[config.mk]
export PLATFORM = sky130hd
export DESIGN_NAME = decodeStage
export DESIGN_NICKNAME = d
export VERILOG_FILES = /design/src/source/decodePkg.sv /design/src/source/branchResolver.sv /design/src/source/controlDecoder.sv /design/src/source/decodeStage.sv
export VERILOG_INCLUDE_DIRS = /design/src /design/src/source
export SDC_FILE = /design/constraint.sdc
export NUM_CORES = 1
export LEC_CHECK = 0
export ABC_AREA = 1
export BUFFER_PORTS_ARGS = -buffer_cell sky130_fd_sc_hd__buf_2
export CORE_UTILIZATION = 25
export CTS_BUF_LIST = sky130_fd_sc_hd__clkbuf_4
export DETAILED_ROUTE_END_ITERATION = 8
export REMOVE_ABC_BUFFERS = 1
export SYNTH_ARGS = -nofsm -noshare
export SYNTH_HDL_FRONTEND = slang
export SYNTH_HIERARCHICAL = 1
export SYNTH_SLANG_ARGS = --single-unit
[constraint.sdc]
create_clock -name clk -period 3.3 [get_ports clk]
set_clock_uncertainty 0.05 [all_clocks]
set_input_delay 0.99 -clock clk [delete_from_list [all_inputs] [get_ports clk]]
set_output_delay 0.99 -clock clk [all_outputs]
set_load 0.01 [all_outputs]
[src/source/decode_consts.svh]
`ifndef DECODE_CONSTS_SVH
`define DECODE_CONSTS_SVH

`define DATA_WIDTH      32
`define REG_ADDR_WIDTH  5

////////////////////////////////////////
// opcodes, instr[31:26]
`define OPC_RTYPE   6'b000000
`define OPC_REGIMM  6'b000001 // rt field picks the branch
`define OPC_BEQ     6'b000100
`define OPC_BNE     6'b000101
`define OPC_BLEZ    6'b000110
`define OPC_BGTZ    6'b000111
`define OPC_ADDI    6'b001000
`define OPC_ADDIU   6'b001001
`define OPC_SLTI    6'b001010
`define OPC_SLTIU   6'b001011
`define OPC_ANDI    6'b001100
`define OPC_ORI     6'b001101
`define OPC_XORI    6'b001110
`define OPC_LUI     6'b001111
`define OPC_LW      6'b100011
`define OPC_SW      6'b101011

////////////////////////////////////////
// funct codes, instr[5:0] of R-type
`define FUNCT_SLL   6'b000000
`define FUNCT_SRL   6'b000010
`define FUNCT_SRA   6'b000011
`define FUNCT_SLLV  6'b000100
`define FUNCT_SRLV  6'b000110
`define FUNCT_SRAV  6'b000111
`define FUNCT_JR    6'b001000
`define FUNCT_JALR  6'b001001
`define FUNCT_ADD   6'b100000
`define FUNCT_ADDU  6'b100001
`define FUNCT_SUB   6'b100010
`define FUNCT_SUBU  6'b100011
`define FUNCT_AND   6'b100100
`define FUNCT_OR    6'b100101
`define FUNCT_XOR   6'b100110
`define FUNCT_NOR   6'b100111
`define FUNCT_SLT   6'b101010
`define FUNCT_SLTU  6'b101011

////////////////////////////////////////
// regimm rt codes
`define RT_BLTZ     5'b00000
`define RT_BGEZ     5'b00001
`define RT_BLTZAL   5'b10000
`define RT_BGEZAL   5'b10001

`endif

[src/source/decodePkg.sv]
`default_nettype none

`include "decode_consts.svh"

package decodePkg;

    typedef logic [`DATA_WIDTH-1:0]     wordT;    // data word or address
    typedef logic [`REG_ADDR_WIDTH-1:0] regAddrT;
    typedef logic [5:0]                 opcodeT;
    typedef logic [5:0]                 functT;
    typedef logic [4:0]                 shamtT;

    // resolved ALU operation, same codes the EX stage already uses
    typedef enum logic [3:0] {
        aluAnd     = 4'd0,
        aluOr      = 4'd1,
        aluAdd     = 4'd2,
        aluXor     = 4'd3,
        aluSll     = 4'd4,
        aluSrl     = 4'd5,
        aluSub     = 4'd6,
        aluSlt     = 4'd7,
        aluSra     = 4'd8,
        aluSllv    = 4'd9,
        aluSrlv    = 4'd10,
        aluSrav    = 4'd11,
        aluNor     = 4'd12,
        aluLui     = 4'd13,
        aluRegJump = 4'd14, // jr / jalr
        aluNone    = 4'd15
    } aluOpT;

    typedef enum logic [3:0] {
        brNone,
        brBeq,
        brBne,
        brBlez,
        brBgtz,
        brBltz,
        brBgez,
        brBltzal,
        brBgezal,
        brRegJump
    } branchKindT;

    typedef enum logic [1:0] {
        fwdReg = 2'b00,
        fwdWb  = 2'b01,
        fwdMem = 2'b10
    } fwdSelT;

    ////////////////////////////////////////
    // one later pipeline stage, as seen from decode
    typedef struct packed {
        logic    regWrite;
        logic    memRead;
        regAddrT dest;
        wordT    data;
    } fwdSourceT;

    typedef struct packed {
        wordT      instr;
        wordT      pcPlus4;
        wordT      rsValue;
        wordT      rtValue;
        fwdSourceT memStage;
        fwdSourceT wbStage;
    } decodeInT;

    typedef struct packed {
        logic  regDst;
        logic  aluSrc;
        logic  memRead;
        logic  memWrite;
        logic  memToReg;
        logic  regWrite;
        logic  shamtSel; // shift by shamt field, not by rs
        logic  link;     // write return address
        aluOpT aluOp;
    } controlT;

    // stage 1 to stage 2
    typedef struct packed {
        controlT    control;
        branchKindT branchKind;
        regAddrT    rs;
        regAddrT    rt;
        regAddrT    rd;
        shamtT      shamt;
        wordT       imm;
        wordT       pcPlus4;
        wordT       rsValue;
        wordT       rtValue;
        fwdSourceT  memStage;
        fwdSourceT  wbStage;
    } decodedT;

    typedef struct packed {
        controlT control;
        regAddrT rd;
        regAddrT rt;
        shamtT   shamt;
        wordT    imm;
        wordT    operandA;
        wordT    operandB;
        logic    branchTaken;
        wordT    target;
    } decodeOutT;

endpackage

`default_nettype wire

[src/source/branchResolver.sv]
`timescale 1ns/1ps
`default_nettype none

module branchResolver (
    input  logic                 clk,
    input  logic                 arstN,
    input  logic                 midValid,
    input  decodePkg::decodedT   midData,
    output logic                 outValid,
    output decodePkg::decodeOutT outData
);

    decodePkg::fwdSelT rsSel;
    decodePkg::fwdSelT rtSel;
    decodePkg::wordT   rsOperand;
    decodePkg::wordT   rtOperand;
    decodePkg::wordT   branchOffset;
    decodePkg::wordT   target;
    logic              taken;

    ////////////////////////////////////////
    // forwarding select, mem beats wb
    function automatic decodePkg::fwdSelT selectFwd(
        input decodePkg::regAddrT   src,
        input decodePkg::fwdSourceT memStage,
        input decodePkg::fwdSourceT wbStage
    );
        if (memStage.regWrite && !memStage.memRead && memStage.dest == src) begin
            return decodePkg::fwdMem;
        end else if (wbStage.regWrite && wbStage.dest == src) begin
            return decodePkg::fwdWb; // also covers a load that reached wb
        end
        return decodePkg::fwdReg;
    endfunction

    function automatic decodePkg::wordT pickOperand(
        input decodePkg::fwdSelT sel,
        input decodePkg::wordT   regValue,
        input decodePkg::wordT   memValue,
        input decodePkg::wordT   wbValue
    );
        case (sel)
            decodePkg::fwdMem: return memValue;
            decodePkg::fwdWb:  return wbValue;
            default:           return regValue;
        endcase
    endfunction

    assign rsSel = selectFwd(midData.rs, midData.memStage, midData.wbStage);
    assign rtSel = selectFwd(midData.rt, midData.memStage, midData.wbStage);

    assign rsOperand = pickOperand(rsSel, midData.rsValue,
                                   midData.memStage.data, midData.wbStage.data);
    assign rtOperand = pickOperand(rtSel, midData.rtValue,
                                   midData.memStage.data, midData.wbStage.data);

    ////////////////////////////////////////
    // branch condition, signed against zero
    always_comb begin
        case (midData.branchKind)
            decodePkg::brBeq:     taken = (rsOperand == rtOperand);
            decodePkg::brBne:     taken = (rsOperand != rtOperand);
            decodePkg::brBlez:    taken = ($signed(rsOperand) <= 0);
            decodePkg::brBgtz:    taken = ($signed(rsOperand) > 0);
            decodePkg::brBltz,
            decodePkg::brBltzal:  taken = ($signed(rsOperand) < 0);
            decodePkg::brBgez,
            decodePkg::brBgezal:  taken = ($signed(rsOperand) >= 0);
            decodePkg::brRegJump: taken = 1'b1;
            default:              taken = 1'b0;
        endcase
    end

    // word offset to byte offset
    assign branchOffset = midData.imm << 2;
    assign target = (midData.branchKind == decodePkg::brRegJump) ?
                    rsOperand : midData.pcPlus4 + branchOffset;

    ////////////////////////////////////////
    // stage 2 register
    always_ff @(posedge clk or negedge arstN) begin
        if (!arstN) begin
            outValid <= 1'b0;
            outData  <= '0;
        end else begin
            outValid <= midValid;
            if (midValid) begin
                outData <= '{
                    control:     midData.control,
                    rd:          midData.rd,
                    rt:          midData.rt,
                    shamt:       midData.shamt,
                    imm:         midData.imm,
                    operandA:    rsOperand,
                    operandB:    rtOperand,
                    branchTaken: taken,
                    target:      target
                };
            end
        end
    end

endmodule

`default_nettype wire

[src/source/controlDecoder.sv]
`timescale 1ns/1ps
`include "decode_consts.svh"
`default_nettype none

module controlDecoder (
    input  logic                clk,
    input  logic                arstN,
    input  logic                inValid,
    input  decodePkg::decodeInT inData,
    output logic                midValid,
    output decodePkg::decodedT  midData
);

    decodePkg::opcodeT     opcode;
    decodePkg::functT      funct;
    decodePkg::regAddrT    rs;
    decodePkg::regAddrT    rt;
    decodePkg::regAddrT    rd;
    decodePkg::shamtT      shamt;
    decodePkg::wordT       imm;
    decodePkg::controlT    ctrl;
    decodePkg::branchKindT branchKind;

    ////////////////////////////////////////
    // field split
    assign opcode = inData.instr[31:26];
    assign rs     = inData.instr[25:21];
    assign rt     = inData.instr[20:16];
    assign rd     = inData.instr[15:11];
    assign shamt  = inData.instr[10:6];
    assign funct  = inData.instr[5:0];

    // logical immediates are sign-extended too
    assign imm = {{(`DATA_WIDTH-16){inData.instr[15]}}, inData.instr[15:0]};

    ////////////////////////////////////////
    // main control
    always_comb begin
        ctrl       = '0;
        ctrl.aluOp = decodePkg::aluNone;
        branchKind = decodePkg::brNone;
        case (opcode)
            `OPC_RTYPE: begin
                case (funct)
                    `FUNCT_SLL:               ctrl.aluOp = decodePkg::aluSll;
                    `FUNCT_SRL:               ctrl.aluOp = decodePkg::aluSrl;
                    `FUNCT_SRA:               ctrl.aluOp = decodePkg::aluSra;
                    `FUNCT_SLLV:              ctrl.aluOp = decodePkg::aluSllv;
                    `FUNCT_SRLV:              ctrl.aluOp = decodePkg::aluSrlv;
                    `FUNCT_SRAV:              ctrl.aluOp = decodePkg::aluSrav;
                    `FUNCT_JR, `FUNCT_JALR:   ctrl.aluOp = decodePkg::aluRegJump;
                    `FUNCT_ADD, `FUNCT_ADDU:  ctrl.aluOp = decodePkg::aluAdd;
                    `FUNCT_SUB, `FUNCT_SUBU:  ctrl.aluOp = decodePkg::aluSub;
                    `FUNCT_AND:               ctrl.aluOp = decodePkg::aluAnd;
                    `FUNCT_OR:                ctrl.aluOp = decodePkg::aluOr;
                    `FUNCT_XOR:               ctrl.aluOp = decodePkg::aluXor;
                    `FUNCT_NOR:               ctrl.aluOp = decodePkg::aluNor;
                    `FUNCT_SLT, `FUNCT_SLTU:  ctrl.aluOp = decodePkg::aluSlt;
                    default:                  ctrl.aluOp = decodePkg::aluNone;
                endcase
                if (ctrl.aluOp != decodePkg::aluNone) begin // known funct only
                    ctrl.regDst   = 1'b1;
                    ctrl.regWrite = (funct != `FUNCT_JR); // jr writes nothing
                    ctrl.link     = (funct == `FUNCT_JALR);
                    ctrl.shamtSel = (funct == `FUNCT_SLL) ||
                                    (funct == `FUNCT_SRL) ||
                                    (funct == `FUNCT_SRA);
                end
                if (ctrl.aluOp == decodePkg::aluRegJump) begin
                    branchKind = decodePkg::brRegJump;
                end
            end
            `OPC_REGIMM: begin
                case (rt)
                    `RT_BLTZ:   branchKind = decodePkg::brBltz;
                    `RT_BGEZ:   branchKind = decodePkg::brBgez;
                    `RT_BLTZAL: branchKind = decodePkg::brBltzal;
                    `RT_BGEZAL: branchKind = decodePkg::brBgezal;
                    default:    branchKind = decodePkg::brNone;
                endcase
                // al forms link even when not taken
                ctrl.link     = (branchKind == decodePkg::brBltzal) ||
                                (branchKind == decodePkg::brBgezal);
                ctrl.regWrite = ctrl.link;
            end
            `OPC_BEQ:  branchKind = decodePkg::brBeq;
            `OPC_BNE:  branchKind = decodePkg::brBne;
            `OPC_BLEZ: branchKind = decodePkg::brBlez;
            `OPC_BGTZ: branchKind = decodePkg::brBgtz;
            `OPC_ADDI, `OPC_ADDIU, `OPC_SLTI, `OPC_SLTIU,
            `OPC_ANDI, `OPC_ORI, `OPC_XORI, `OPC_LUI: begin
                ctrl.aluSrc   = 1'b1;
                ctrl.regWrite = 1'b1; // dest is rt
                case (opcode)
                    `OPC_ADDI, `OPC_ADDIU: ctrl.aluOp = decodePkg::aluAdd;
                    `OPC_SLTI, `OPC_SLTIU: ctrl.aluOp = decodePkg::aluSlt;
                    `OPC_ANDI:             ctrl.aluOp = decodePkg::aluAnd;
                    `OPC_ORI:              ctrl.aluOp = decodePkg::aluOr;
                    `OPC_XORI:             ctrl.aluOp = decodePkg::aluXor;
                    default:               ctrl.aluOp = decodePkg::aluLui;
                endcase
            end
            `OPC_LW: begin
                ctrl.aluSrc   = 1'b1;
                ctrl.memRead  = 1'b1;
                ctrl.memToReg = 1'b1;
                ctrl.regWrite = 1'b1;
                ctrl.aluOp    = decodePkg::aluAdd; // base + offset
            end
            `OPC_SW: begin
                ctrl.aluSrc   = 1'b1;
                ctrl.memWrite = 1'b1;
                ctrl.aluOp    = decodePkg::aluAdd;
            end
            default: ; // unknown opcode stays a bubble
        endcase
    end

    ////////////////////////////////////////
    // stage 1 register
    always_ff @(posedge clk or negedge arstN) begin
        if (!arstN) begin
            midValid <= 1'b0;
            midData  <= '0;
        end else begin
            midValid <= inValid;
            if (inValid) begin
                midData <= '{
                    control:    ctrl,
                    branchKind: branchKind,
                    rs:         rs,
                    rt:         rt,
                    rd:         rd,
                    shamt:      shamt,
                    imm:        imm,
                    pcPlus4:    inData.pcPlus4,
                    rsValue:    inData.rsValue,
                    rtValue:    inData.rtValue,
                    memStage:   inData.memStage, // hazard context rides along
                    wbStage:    inData.wbStage
                };
            end
        end
    end

endmodule

`default_nettype wire

[src/source/decodeStage.sv]
`timescale 1ns/1ps
`default_nettype none

module decodeStage (
    input  logic                 clk,
    input  logic                 arstN,
    input  logic                 inValid,
    input  decodePkg::decodeInT  inData,
    output logic                 outValid,
    output decodePkg::decodeOutT outData
);

    logic               midValid;
    decodePkg::decodedT midData;

    // field split and control
    controlDecoder i_controlDecoder (
        .clk      (clk),
        .arstN    (arstN),
        .inValid  (inValid),
        .inData   (inData),
        .midValid (midValid),
        .midData  (midData)
    );

    // forwarding, compare and target
    branchResolver i_branchResolver (
        .clk      (clk),
        .arstN    (arstN),
        .midValid (midValid),
        .midData  (midData),
        .outValid (outValid),
        .outData  (outData)
    );

endmodule

`default_nettype wire

==> impl_metrics.csv, run 1 <==
group,metric,value,unit
min_path,min_delay_path_depth,3,
final_layout,filler_cell_count,8327,
routing,route.detailed.wl_per_inst,17.1,um
placed_design,io_buf_count,364,
routing,drt_pass1_iterations,5,
clock_tree,tritoncts,"yes",
floorplanning,fp.dieW,280,um
sta,finalCritPeriodShare,90.2,%
sta,timing_hold_violations_final,0,
floorplanning,floorplan.die_area,0.0784,mm2
final_layout,multi_input_area,0.00867,mm2
critical_path,rrSetupSlack,0.32,ns
sta,worst-slew-pin-transition,1.09,ns
routing,drtIter0Drc,1383,
floorplanning,start_util,25.4,%
synthesis,synth_cells,2658,
critical_path,reg2reg_to,"i_branchResolver/outData[32]",
pwr,worst_ir_drop_vdd,217,uV
routing,vias,18600,
critical_path,critical_path_class,"register to register",
sta,max_slew_margin,27.4,%
min_path,min_delay_worst_endpoint,"i_controlDecoder/midData[70]",
grt,antenna_violations_before_repair,12,
placed_design,final_weighted_congestion_in_routability_driven_placement,0.855,
clock_tree,worst_setup_hold_path_clk_slew,0.07,ns
sta,achievable-frequency,0.336,GHz
critical_path,worst_r2r_startpoint,"i_controlDecoder/midData[76]",
routing,viasPerCell,4.46,
final_layout,syn2layout_area_growth,24.0,%
grt,grtUsageTotal,18.1,%
sta,timing.final.setup_violations,0,
pwr,leakage,13.3,nW
routing,detail_route.drc_violations,0,
critical_path,ff2ff_path_depth,19,
sta,period_needed,2.98,ns
synthesis,avgSynthCellArea,7.27,um2
critical_path,critical_path.startpoint,"i_controlDecoder/midData[76]",
floorplanning,ios,366,
floorplanning,die_h,280,um
critical_path,worst_ep_arrival_time,3.69,ns
critical_path,timing.critical_path.required,4.01,ns
final_layout,drive_above_1_share,20.5,%
clock_tree,clk_root_buffer_cell,"clkbuf_4",
clock_tree,cts.htree.levels,3,
placed_design,place_hpwl,50.8,mm
synthesis,mappedNetlistArea,0.0193,mm2
routing,route.final.wire_length,71.5,mm
clock_tree,cts_buffers,110,
floorplanning,design.core.area,0.0762,mm2
routing,final_antenna_net_count,0,
clock_tree,clk_path_buf_depth,3,
placed_design,placement.setup.worst_slack,0.345,ns
grt,grt_pass1_vias,18000,
final_layout,final-seq-area,0.00931,mm2
critical_path,crit_path_start_kind,"register",
grt,grt_start_max_net_pins,208,
sta,grt_setup_unrepaired,"no",
min_path,hold_start,"inData[70]",
grt,grt_first_pass_wirelength,107,mm
floorplanning,std_cell_rows,101,
min_path,holdCritPathClass,"input pin to register",
pwr,finalPower,12.8,mW
grt,gr-total-overflow,0,
clock_tree,clkLatencyLatePin,0.92,ns
pwr,power_per_cell_area,533,mW/mm2
synthesis,yosys_warnings,6,
critical_path,worstPathMaxFanout,37,
job,drv.max_cap_violation_count,0,
critical_path,worstSetupEndpointType,"register",
sta,timing_max_transition_violations_final,0,
run_status,run_status,"finished clean",
clock_tree,cts_sinks,372,
sta,final.setup.worst_slack,0.322,ns
final_layout,final_net_count,3297,
final_layout,final_util,31.5,%
==> cell usage in the layout (no fill, tap or decap), types with 9 or more instances in the layout <==
master	n
clkinv_1	23
nand3_1	225
ha_1	34
o211ai_1	15
clkbuf_4	162
o21ai_0	101
buf_2	362
nor2_1	137
clkinv_2	9
o21ai_1	11
buf_12	21
a21oi_1	47
buf_4	40
xor2_1	11
nor2_2	9
inv_1	162
nand4_1	11
nand2_1	1289
dfrtp_1	370
inv_2	11
diode_2	9
==> where the power goes <==
| part | internal, mW | switching [mW] | total, mW |
|---|---|---|---|
| registers | 5.07 | 0.354 | 5.43 |
| clock network | 2.40 | 2.14 | 4.54 |
| logic | 0.983 | 1.82 | 2.80 |
| total | 8.45 | 4.32 | 12.8 |
==> routing by layer <==
layer  GRT usage [%]  routed length, um  vias to the layer above
met4            5.86               1580                       10
met2            27.6              31800                      603
met1            24.4              31700                     8673
li1                -                  -                     9229
met3            5.49               6400                      104
met5               0                 66                        -
==> area by class of cell <==
cell class | instances | share of cell area, %
Sequential cell | 372 | 38.8
Multi-Input combinational cell | 1967 | 36.1
Timing Repair Buffer | 427 | 10.8
Tap cell | 1030 | 5.38
Clock buffer | 162 | 5.07
Inverter | 175 | 2.78
Clock inverter | 36 | 0.866
Antenna cell | 9 | 0.0939
==> state kept, by name, summed over array words and instances (netlist names) <==
register	cells
i_controlDecoder/midValid	1
i_branchResolver/outValid	1
i_branchResolver/outData	156
i_controlDecoder/midData	214
==> what timing repair did <==
item | CTS | global route
buffers inserted | 0 | 1
endpoints found under the setup margin | 0 | 1
gates resized for setup | 0 | 4
hold buffers | 1 | 0
hold endpoints to repair | 28 | 0
==> per-stage QoR <==
stage                     hold slack, ns  area [um2]  TNS, ns  instances
after floorplan                    0.383       18600  -238.87       2514
final                              0.217       24000        0       4178
after CTS                          0.121       23900        0       4167
after global placement             0.400       22500        0       3968
after global routing               0.125       24000        0       4175
after detailed placement           0.403       22500        0       3968
==> how the worst max path moves through the flow <==
stage | slack, ns | to | cells past startpoint
3_3_place_gp | 0.36 | i_branchResolver/outData[32] | 19
4_1_cts | 0.29 | i_branchResolver/outData[32] | 21
6_report | 0.32 | i_branchResolver/outData[32] | 19
3_5_place_dp | 0.35 | i_branchResolver/outData[32] | 21
2_1_floorplan | -1.25 | i_controlDecoder/midData[234] | 4
5_1_grt | 0.01 | i_branchResolver/outData[32] | 23
==> critical path, stage by stage (launching register included) <==
cell and delay [ns]:
dfrtp_1 0.38, nor2_1 0.18, nand2_1 0.07, nor2_1 0.18, nand3_2 0.16, buf_12 0.20
nand3_1 0.10, nand3_1 0.22, inv_1 0.14, nand2_1 0.06, nand2_1 0.07, nand2_1 0.05
nor2_1 0.28, nand2_1 0.09, nor2_1 0.15, nand3_1 0.15, nand3_1 0.11, nand2_1 0.05
nand2_1 0.05, nand2_1 0.07
Power figures use the tool's default switching activity.
==> inputs of run 2 (changes only) <==
==> constraint.sdc (replaced) <==
create_clock -name clk -period 3.3 [get_ports clk]
set_clock_uncertainty 0.05 [all_clocks]
set_input_delay 0.495 -clock clk [delete_from_list [all_inputs] [get_ports clk]]
set_output_delay 0.495 -clock clk [all_outputs]
set_load 0.01 [all_outputs]
==> run 2 against run 1 <==
Via count increased by 5.9%; register-to-register slack about the same; sequential power about the same; maximum frequency increased by 0.44%; global-route usage increased by 0.54 points; combinational power increased by 7.9%; sequential share of layout area decreased by 3.4 points; final cell count increased by 5.7%; highest routed layer unchanged; clock power decreased by 2%; count of clock-buffer cells in the layout decreased by 3; setup slack improved by 0.013 ns.
==> impl_metrics.csv, run 2 (synthesis results as in run 1) <==
group,metric,value,unit
run_status,run_status,"finished clean",
final_layout,flip_flop_count_of_the_largest_register_after_layout,214,
critical_path,timing.critical_path.cells,"nor2_1 > nand2_1 > nor2_1 > nand3_2 > buf_4 > nand3_1 > o21ai_1 > nor2_1 > nand2_1 > nand2_1 > nand2_1 > nor2_1 > nand2_1 > nor2_1 > nand2_1 > nand2_1 > nand3_1 > nand2_1 > nand2_1 > nand2_1",
clock_tree,worst_setup_hold_path_clk_slew,0.07,ns
critical_path,worst_ep_arrival_time,3.70,ns
routing,wl_met1,32.9,mm
sta,timing_hold_violations_final,0,
grt,grtUsageTotal,18.7,%
routing,met3WireLength,6.03,mm
floorplanning,std_cell_rows,101,
clock_tree,cts_buffers,110,
sta,grt_setup_unrepaired,"no",
sta,period_needed,2.96,ns
pwr,power_per_cell_area,492,mW/mm2
critical_path,critical_path_class,"register to register",
routing,viasPerCell,4.46,
clock_tree,ctsHoldBuffers,247,
clock_tree,clk_root_buffer_cell,"clkbuf_4",
clock_tree,postcts_resize_cnt,0,
clock_tree,cts_sinks,372,
clock_tree,clk_path_buf_depth,3,
critical_path,worstSetupEndpointType,"register",
placed_design,placed_cell_area,0.0224,mm2
final_layout,mostFrequentLayoutCells,"nand2_1, dfrtp_1, buf_2",
critical_path,critical_path.most_common_cell,"nand2_1",
final_layout,final_net_count,3535,
sta,achievable-frequency,0.337,GHz
routing,drt_pass1_iterations,5,
floorplanning,design.core.area,0.0762,mm2
routing,met2_wirelength,33.8,mm
grt,grt_first_pass_wirelength,112,mm
floorplanning,start_util,25.4,%
critical_path,critPathMaxStageDelay,0.38,ns
final_layout,final_common_cell,"nand2_1",
clock_tree,clkLatencyLatePin,0.86,ns
routing,highest_layer,"met5",
clock_tree,tritoncts,"yes",
floorplanning,ios,366,
final_layout,syn2layout_area_growth,35.8,%
routing,route.detailed.wl_per_inst,16.9,um
grt,grt_pass1_vias,19200,
critical_path,crit_path_start_kind,"register",
pwr,worst_ir_drop_vdd,231,uV
final_layout,postLayoutCellArea,0.0263,mm2
grt,antenna_violations_before_repair,10,
placed_design,place_hpwl,51.1,mm
sta,timing_max_transition_violations_final,0,
routing,vias,19700,
min_path,holdCritPathClass,"input pin to asynchronous set/reset pin",
critical_path,critPathSlowestCell,"dfrtp_1",
sta,worst-slew-pin-transition,0.999,ns
clock_tree,cts.htree.levels,3,
routing,drtIter0Drc,1326,
floorplanning,fp.dieW,280,um
placed_design,final_weighted_congestion_in_routability_driven_placement,0.864,
final_layout,registers.top_by_ff_count,"i_controlDecoder/midData",
floorplanning,die_h,280,um
routing,route.final.wire_length,74.5,mm
sta,timing.final.setup_violations,0,
job,drv.max_cap_violation_count,0,
routing,detail_route.drc_violations,0,
critical_path,worstPathMaxFanout,32,
pwr,leakage,14.2,nW
critical_path,timing.critical_path.required,4.04,ns
routing,final_antenna_net_count,0,
pwr,finalPower,12.9,mW
clock_tree,postCtsSetupBuffers,0,
final_layout,drive_above_1_share,18.5,%
floorplanning,floorplan.die_area,0.0784,mm2
placed_design,io_buf_count,364,
critical_path,path_delay_family,"simple AND/OR/NAND/NOR gates",
sta,max_slew_margin,33.4,%
final_layout,biggestRegsByFlops,"i_controlDecoder/midData x214, i_branchResolver/outData x156",
sta,finalCritPeriodShare,89.8,%
grt,grt_start_max_net_pins,163,
grt,gr-total-overflow,0,
critical_path,crit_buf_inv,1,
## run 2: cell count changes in the layout (fill, tap and decap cells not counted), sizes merged
cell / previous run / this run
buf: 425 / 418
bufinv: 2 / 1
clkbuf: 163 / 159
clkinv: 33 / 41
diode: 9 / 4
dlygate4sd3: 1 / 247
inv: 175 / 177
## run 2: power by group
group | switching (mW) | total [mW] | internal [mW]
clock | 2.16 | 4.46 | 2.29
sequential | 0.357 | 5.43 | 5.07
combinational | 1.87 | 3.02 | 1.15
## run 2: area by class of cell
| class | count | area, um2 |
|---|---|---|
| Inverter | 175 | 667 |
| Multi-Input combinational cell | 1967 | 8650 |
| Clock inverter | 45 | 213 |
| Fill cell | 8093 | 49900 |
| Timing Repair Buffer | 665 | 4920 |
| Clock buffer | 159 | 1190 |
| Tap cell | 1030 | 1290 |
| Sequential cell | 372 | 9310 |
| Antenna cell | 4 | 10.0 |
## run 2: path summary, 6_finish.rpt
path | depth (start not counted) | slack (ns) | end | start
max | 20 | 0.34 | i_branchResolver/outData[32] | i_controlDecoder/midData[76]
min | 2 | 0.13 | i_controlDecoder/midData[234] | arstN
max reg2reg | 20 | 0.34 | i_branchResolver/outData[32] | i_controlDecoder/midData[76]
min reg2reg | 2 | 0.41 | i_branchResolver/outData[117] | i_branchResolver/outData[117]
max in group asynchronous | 3 | 2.18 | i_branchResolver/outData[45] | arstN
min in group clk | 4 | 0.32 | i_controlDecoder/midData[74] | inData[74]
## run 2: per-stage QoR
stage	hold slack, ns	util (%)	std cells	setup TNS (ns)	worst slack [ns]
finish	0.128	34.5	4417	0	0.335
global placement	0.400	29.3	3962	0	0.349
detailed placement	0.403	29.3	3962	0	0.340
CTS	0.00719	34.4	4413	0	0.312
global route	0.0449	34.5	4417	0	0.000238
floorplan	0.149	-	2514	-134.92	-0.994
## run 2: metal layers
| layer | vias to the layer above | GRT usage, % |
|---|---|---|
| li1 | 9695 | - |
| met1 | 9208 | 24.5 |
| met3 | 126 | 5.08 |
| met4 | 12 | 6.33 |
| met2 | 670 | 29.5 |
| met5 | - | 0 |
==> inputs of run 3 (changes only) <==
--- a/config.mk
+++ b/config.mk
@@ -14,5 +14,4 @@
 export REMOVE_ABC_BUFFERS = 1
 export SYNTH_ARGS = -nofsm -noshare
 export SYNTH_HDL_FRONTEND = slang
-export SYNTH_HIERARCHICAL = 1
 export SYNTH_SLANG_ARGS = --single-unit
==> run 3 against run 2 <==
Critical path depth shrank 1; total power down 6.4%; sequential power down 7.7%; maximum frequency up 0.85%; sequential share of layout area is 0.29 points lower; first-iteration DRC count decreased by 4.2%; setup slack better by 0.025 ns; register-to-register slack better by 0.03 ns; final cell count shrank 7.5%; core utilization decreased by 0.23 points; area after synthesis shrank 6.1%; largest cell class unchanged; largest power group unchanged.
==> impl_metrics.csv, run 3 <==
group,metric,value,unit
min_path,hold_start,"inData[201]",
clock_tree,cts_sinks,345,
final_layout,final_common_cell,"nand2_1",
grt,grt_util_met1,24.9,%
placed_design,placement.setup.worst_slack,0.140,ns
final_layout,syn2layout_area_growth,35.2,%
critical_path,critical_path.most_common_cell,"nand2_1",
routing,drtIter0Drc,1270,
critical_path,worstPathMaxFanout,13,
routing,detail_route.drc_violations,0,
final_layout,final_net_count,3308,
routing,final_antenna_net_count,0,
min_path,min_delay_path_depth,5,
synthesis,synth_enable_flop_cells,0,
floorplanning,die_h,271,um
min_path,min_delay_worst_endpoint,"i_controlDecoder.midData[230]",
critical_path,critPathSlowestCell,"dfrtp_1",
grt,antenna_violations_before_repair,6,
final_layout,final_util,34.2,%
critical_path,reg2reg_to,"i_branchResolver.outData[32]",
sta,final.setup.worst_slack,0.360,ns
synthesis,synth_top_area_cell,"dfrtp_1",
final_layout,drive_above_1_share,19.8,%
grt,grt_first_pass_wirelength,106,mm
synthesis,yosys_warnings,0,
sta,max_slew_margin,54.6,%
grt,global_route.peak_usage_layer,"met2",
min_path,holdCritPathClass,"input pin to register",
final_layout,postLayoutCellArea,0.0245,mm2
grt,grt_pass1_vias,18200,
sta,timing_hold_violations_final,0,
synthesis,ys.flop_type,"dfrtp_1",
grt,grtUsageTotal,19.0,%
sta,hold_slack,0.138,ns
grt,gr-total-overflow,0,
sta,timing.final.setup_violations,0,
synthesis,yosysUniqueCellTypes,53,
placed_design,io_buf_count,364,
critical_path,timing.critical_path.required,4.00,ns
synthesis,synth.area.top_cells,"dfrtp_1, nand2_1, o21ai_0, nand3_1, inv_1",
critical_path,worstSetupEndpointType,"register",
synthesis,synthMostInstantiatedCell,"nand2_1",
pwr,leakage,13.1,nW
sta,achievable-frequency,0.340,GHz
synthesis,sequential_fraction_of_the_synthesis_area,47.6,%
clock_tree,worst_setup_hold_path_clk_slew,0.07,ns
final_layout,mostFrequentLayoutCells,"nand2_1, buf_2, dfrtp_1",
critical_path,worst_ep_arrival_time,3.64,ns
floorplanning,std_cell_rows,98,
job,drv.max_cap_violation_count,0,
critical_path,worst_r2r_startpoint,"i_controlDecoder.midData[217]",
floorplanning,fp.dieW,271,um
placed_design,place_hpwl,49.6,mm
sta,grt_setup_unrepaired,"no",
clock_tree,clk_root_buffer_cell,"clkbuf_4",
synthesis,avgSynthCellArea,7.39,um2
pwr,worst_ir_drop_vdd,242,uV
pwr,power_per_cell_area,493,mW/mm2
critical_path,critical_path_class,"register to register",
synthesis,synth_cells,2458,
clock_tree,cts_buffers,99,
sta,timing.setup.tns,0,ns
synthesis,synth_top_area_share,47.6,%
routing,drt_pass1_iterations,5,
critical_path,critical_path.startpoint,"i_controlDecoder.midData[217]",
floorplanning,start_util,25.3,%
routing,route.detailed.wl_per_inst,17.2,um
floorplanning,floorplan.die_area,0.0737,mm2
critical_path,ff2ff_path_depth,19,
placed_design,final_weighted_congestion_in_routability_driven_placement,0.846,
routing,vias,18400,
sta,period_needed,2.94,ns
run_status,run_status,"finished clean",
clock_tree,clkLatencyLatePin,0.88,ns
sta,worst-slew-pin-transition,0.680,ns
final_layout,flip_flop_count_of_the_largest_register_after_layout,214,
sta,timing_max_transition_violations_final,0,
critical_path,rrSetupSlack,0.36,ns
floorplanning,design.core.area,0.0717,mm2
critical_path,timing.critical_path.cells,"inv_2 > nand2_1 > nand2_1 > nor2_1 > nand2_1 > nor2_2 > nand2_2 > nor2_1 > o21ai_0 > nand2_1 > nand2_1 > nor2_1 > nand2_1 > nor2_2 > nand3_1 > nand2_1 > nand2_1 > nand2_1 > nand2_1",
final_layout,registers.top_by_ff_count,"i_controlDecoder.midData",
routing,route.final.wire_length,70.3,mm
synthesis,postSynthRegisterBits,345,
synthesis,synth-async-reset-ratio,100,%
grt,met2_usage,29.7,%
final_layout,biggestRegsByFlops,"i_controlDecoder.midData x214, i_branchResolver.outData x129",
synthesis,mappedNetlistArea,0.0182,mm2
sta,finalCritPeriodShare,89.1,%
critical_path,critPathMaxStageDelay,0.39,ns
clock_tree,clk_path_buf_depth,3,
floorplanning,ios,366,
clock_tree,tritoncts,"yes",
synthesis,synth_commonest_cells,"nand2_1, dfrtp_1, o21ai_0",
placed_design,placed_cell_area,0.0212,mm2
grt,grt_start_max_net_pins,96,
grt,grt_util_met3,4.94,%
routing,viasPerCell,4.51,
critical_path,crit_path_start_kind,"register",
clock_tree,cts.htree.levels,3,
==> run 3: layer usage <==
metal | vias to the layer above | routed length [um]
met5 | - | 27
met4 | 4 | 2630
met3 | 151 | 4870
met2 | 602 | 31300
met1 | 8540 | 31400
li1 | 9118 | -
==> run 3: timing repair <==
item                                   4_1_cts  5_1_grt
resized for setup                            0        4
hold buffers                               210        0
endpoints found under the hold margin      301        0
setup endpoints to repair                    0        3
setup buffers                                0        0
==> run 3: cell type report <==
cell class	count	area (um2)
inverter	193	732
fill	7622	47200
antenna	6	15.0
clock buffer	134	1010
sequential	345	8630
clock inverter	34	246
timing repair buffer	638	4600
multi-input combinational	1787	8130
tap	950	1190
==> run 3: power by group <==
part / total [mW] / switching, mW / internal (mW) / leakage, nW
clock network: 4.14 / 1.97 / 2.18 / 0.731
logic: 2.93 / 1.82 / 1.11 / 8.11
registers: 5.01 / 0.305 / 4.71 / 4.23
==> run 3: stage by stage <==
stage          power (mW)  instances
3_5_place_dp         7.84       3703
2_1_floorplan        6.45       2325
6_report             12.1       4087
3_3_place_gp         7.82       3703
4_1_cts              12.3       4081
5_1_grt              12.9       4087
==> run 3: how the worst max path moves through the flow <==
stage / end
2_1_floorplan: i_branchResolver.outData[21]
3_3_place_gp: i_branchResolver.outData[22]
3_5_place_dp: i_branchResolver.outData[22]
4_1_cts: i_branchResolver.outData[26]
5_1_grt: i_branchResolver.outData[32]
6_report: i_branchResolver.outData[32]
==> run 3: logic make-up after synthesis <==
| kind of cell | synth area share [%] |
|---|---|
| simple gates | 31.9 |
| xor+xnor | 0.675 |
| compound gates | 9.61 |
| fa+ha+maj | 2.45 |
| buf+inv | 7.77 |
| flops | 47.6 |
==> run 3: worst max-delay path, delay by kind of cell, from the launching register on <==
kind                   cells  cell delay (ns)
AND/OR/NAND/NOR           17             2.18
flip-flops                 1             0.39
AO/OA/AOI/OAI              1             0.12
buffers and inverters      1             0.07
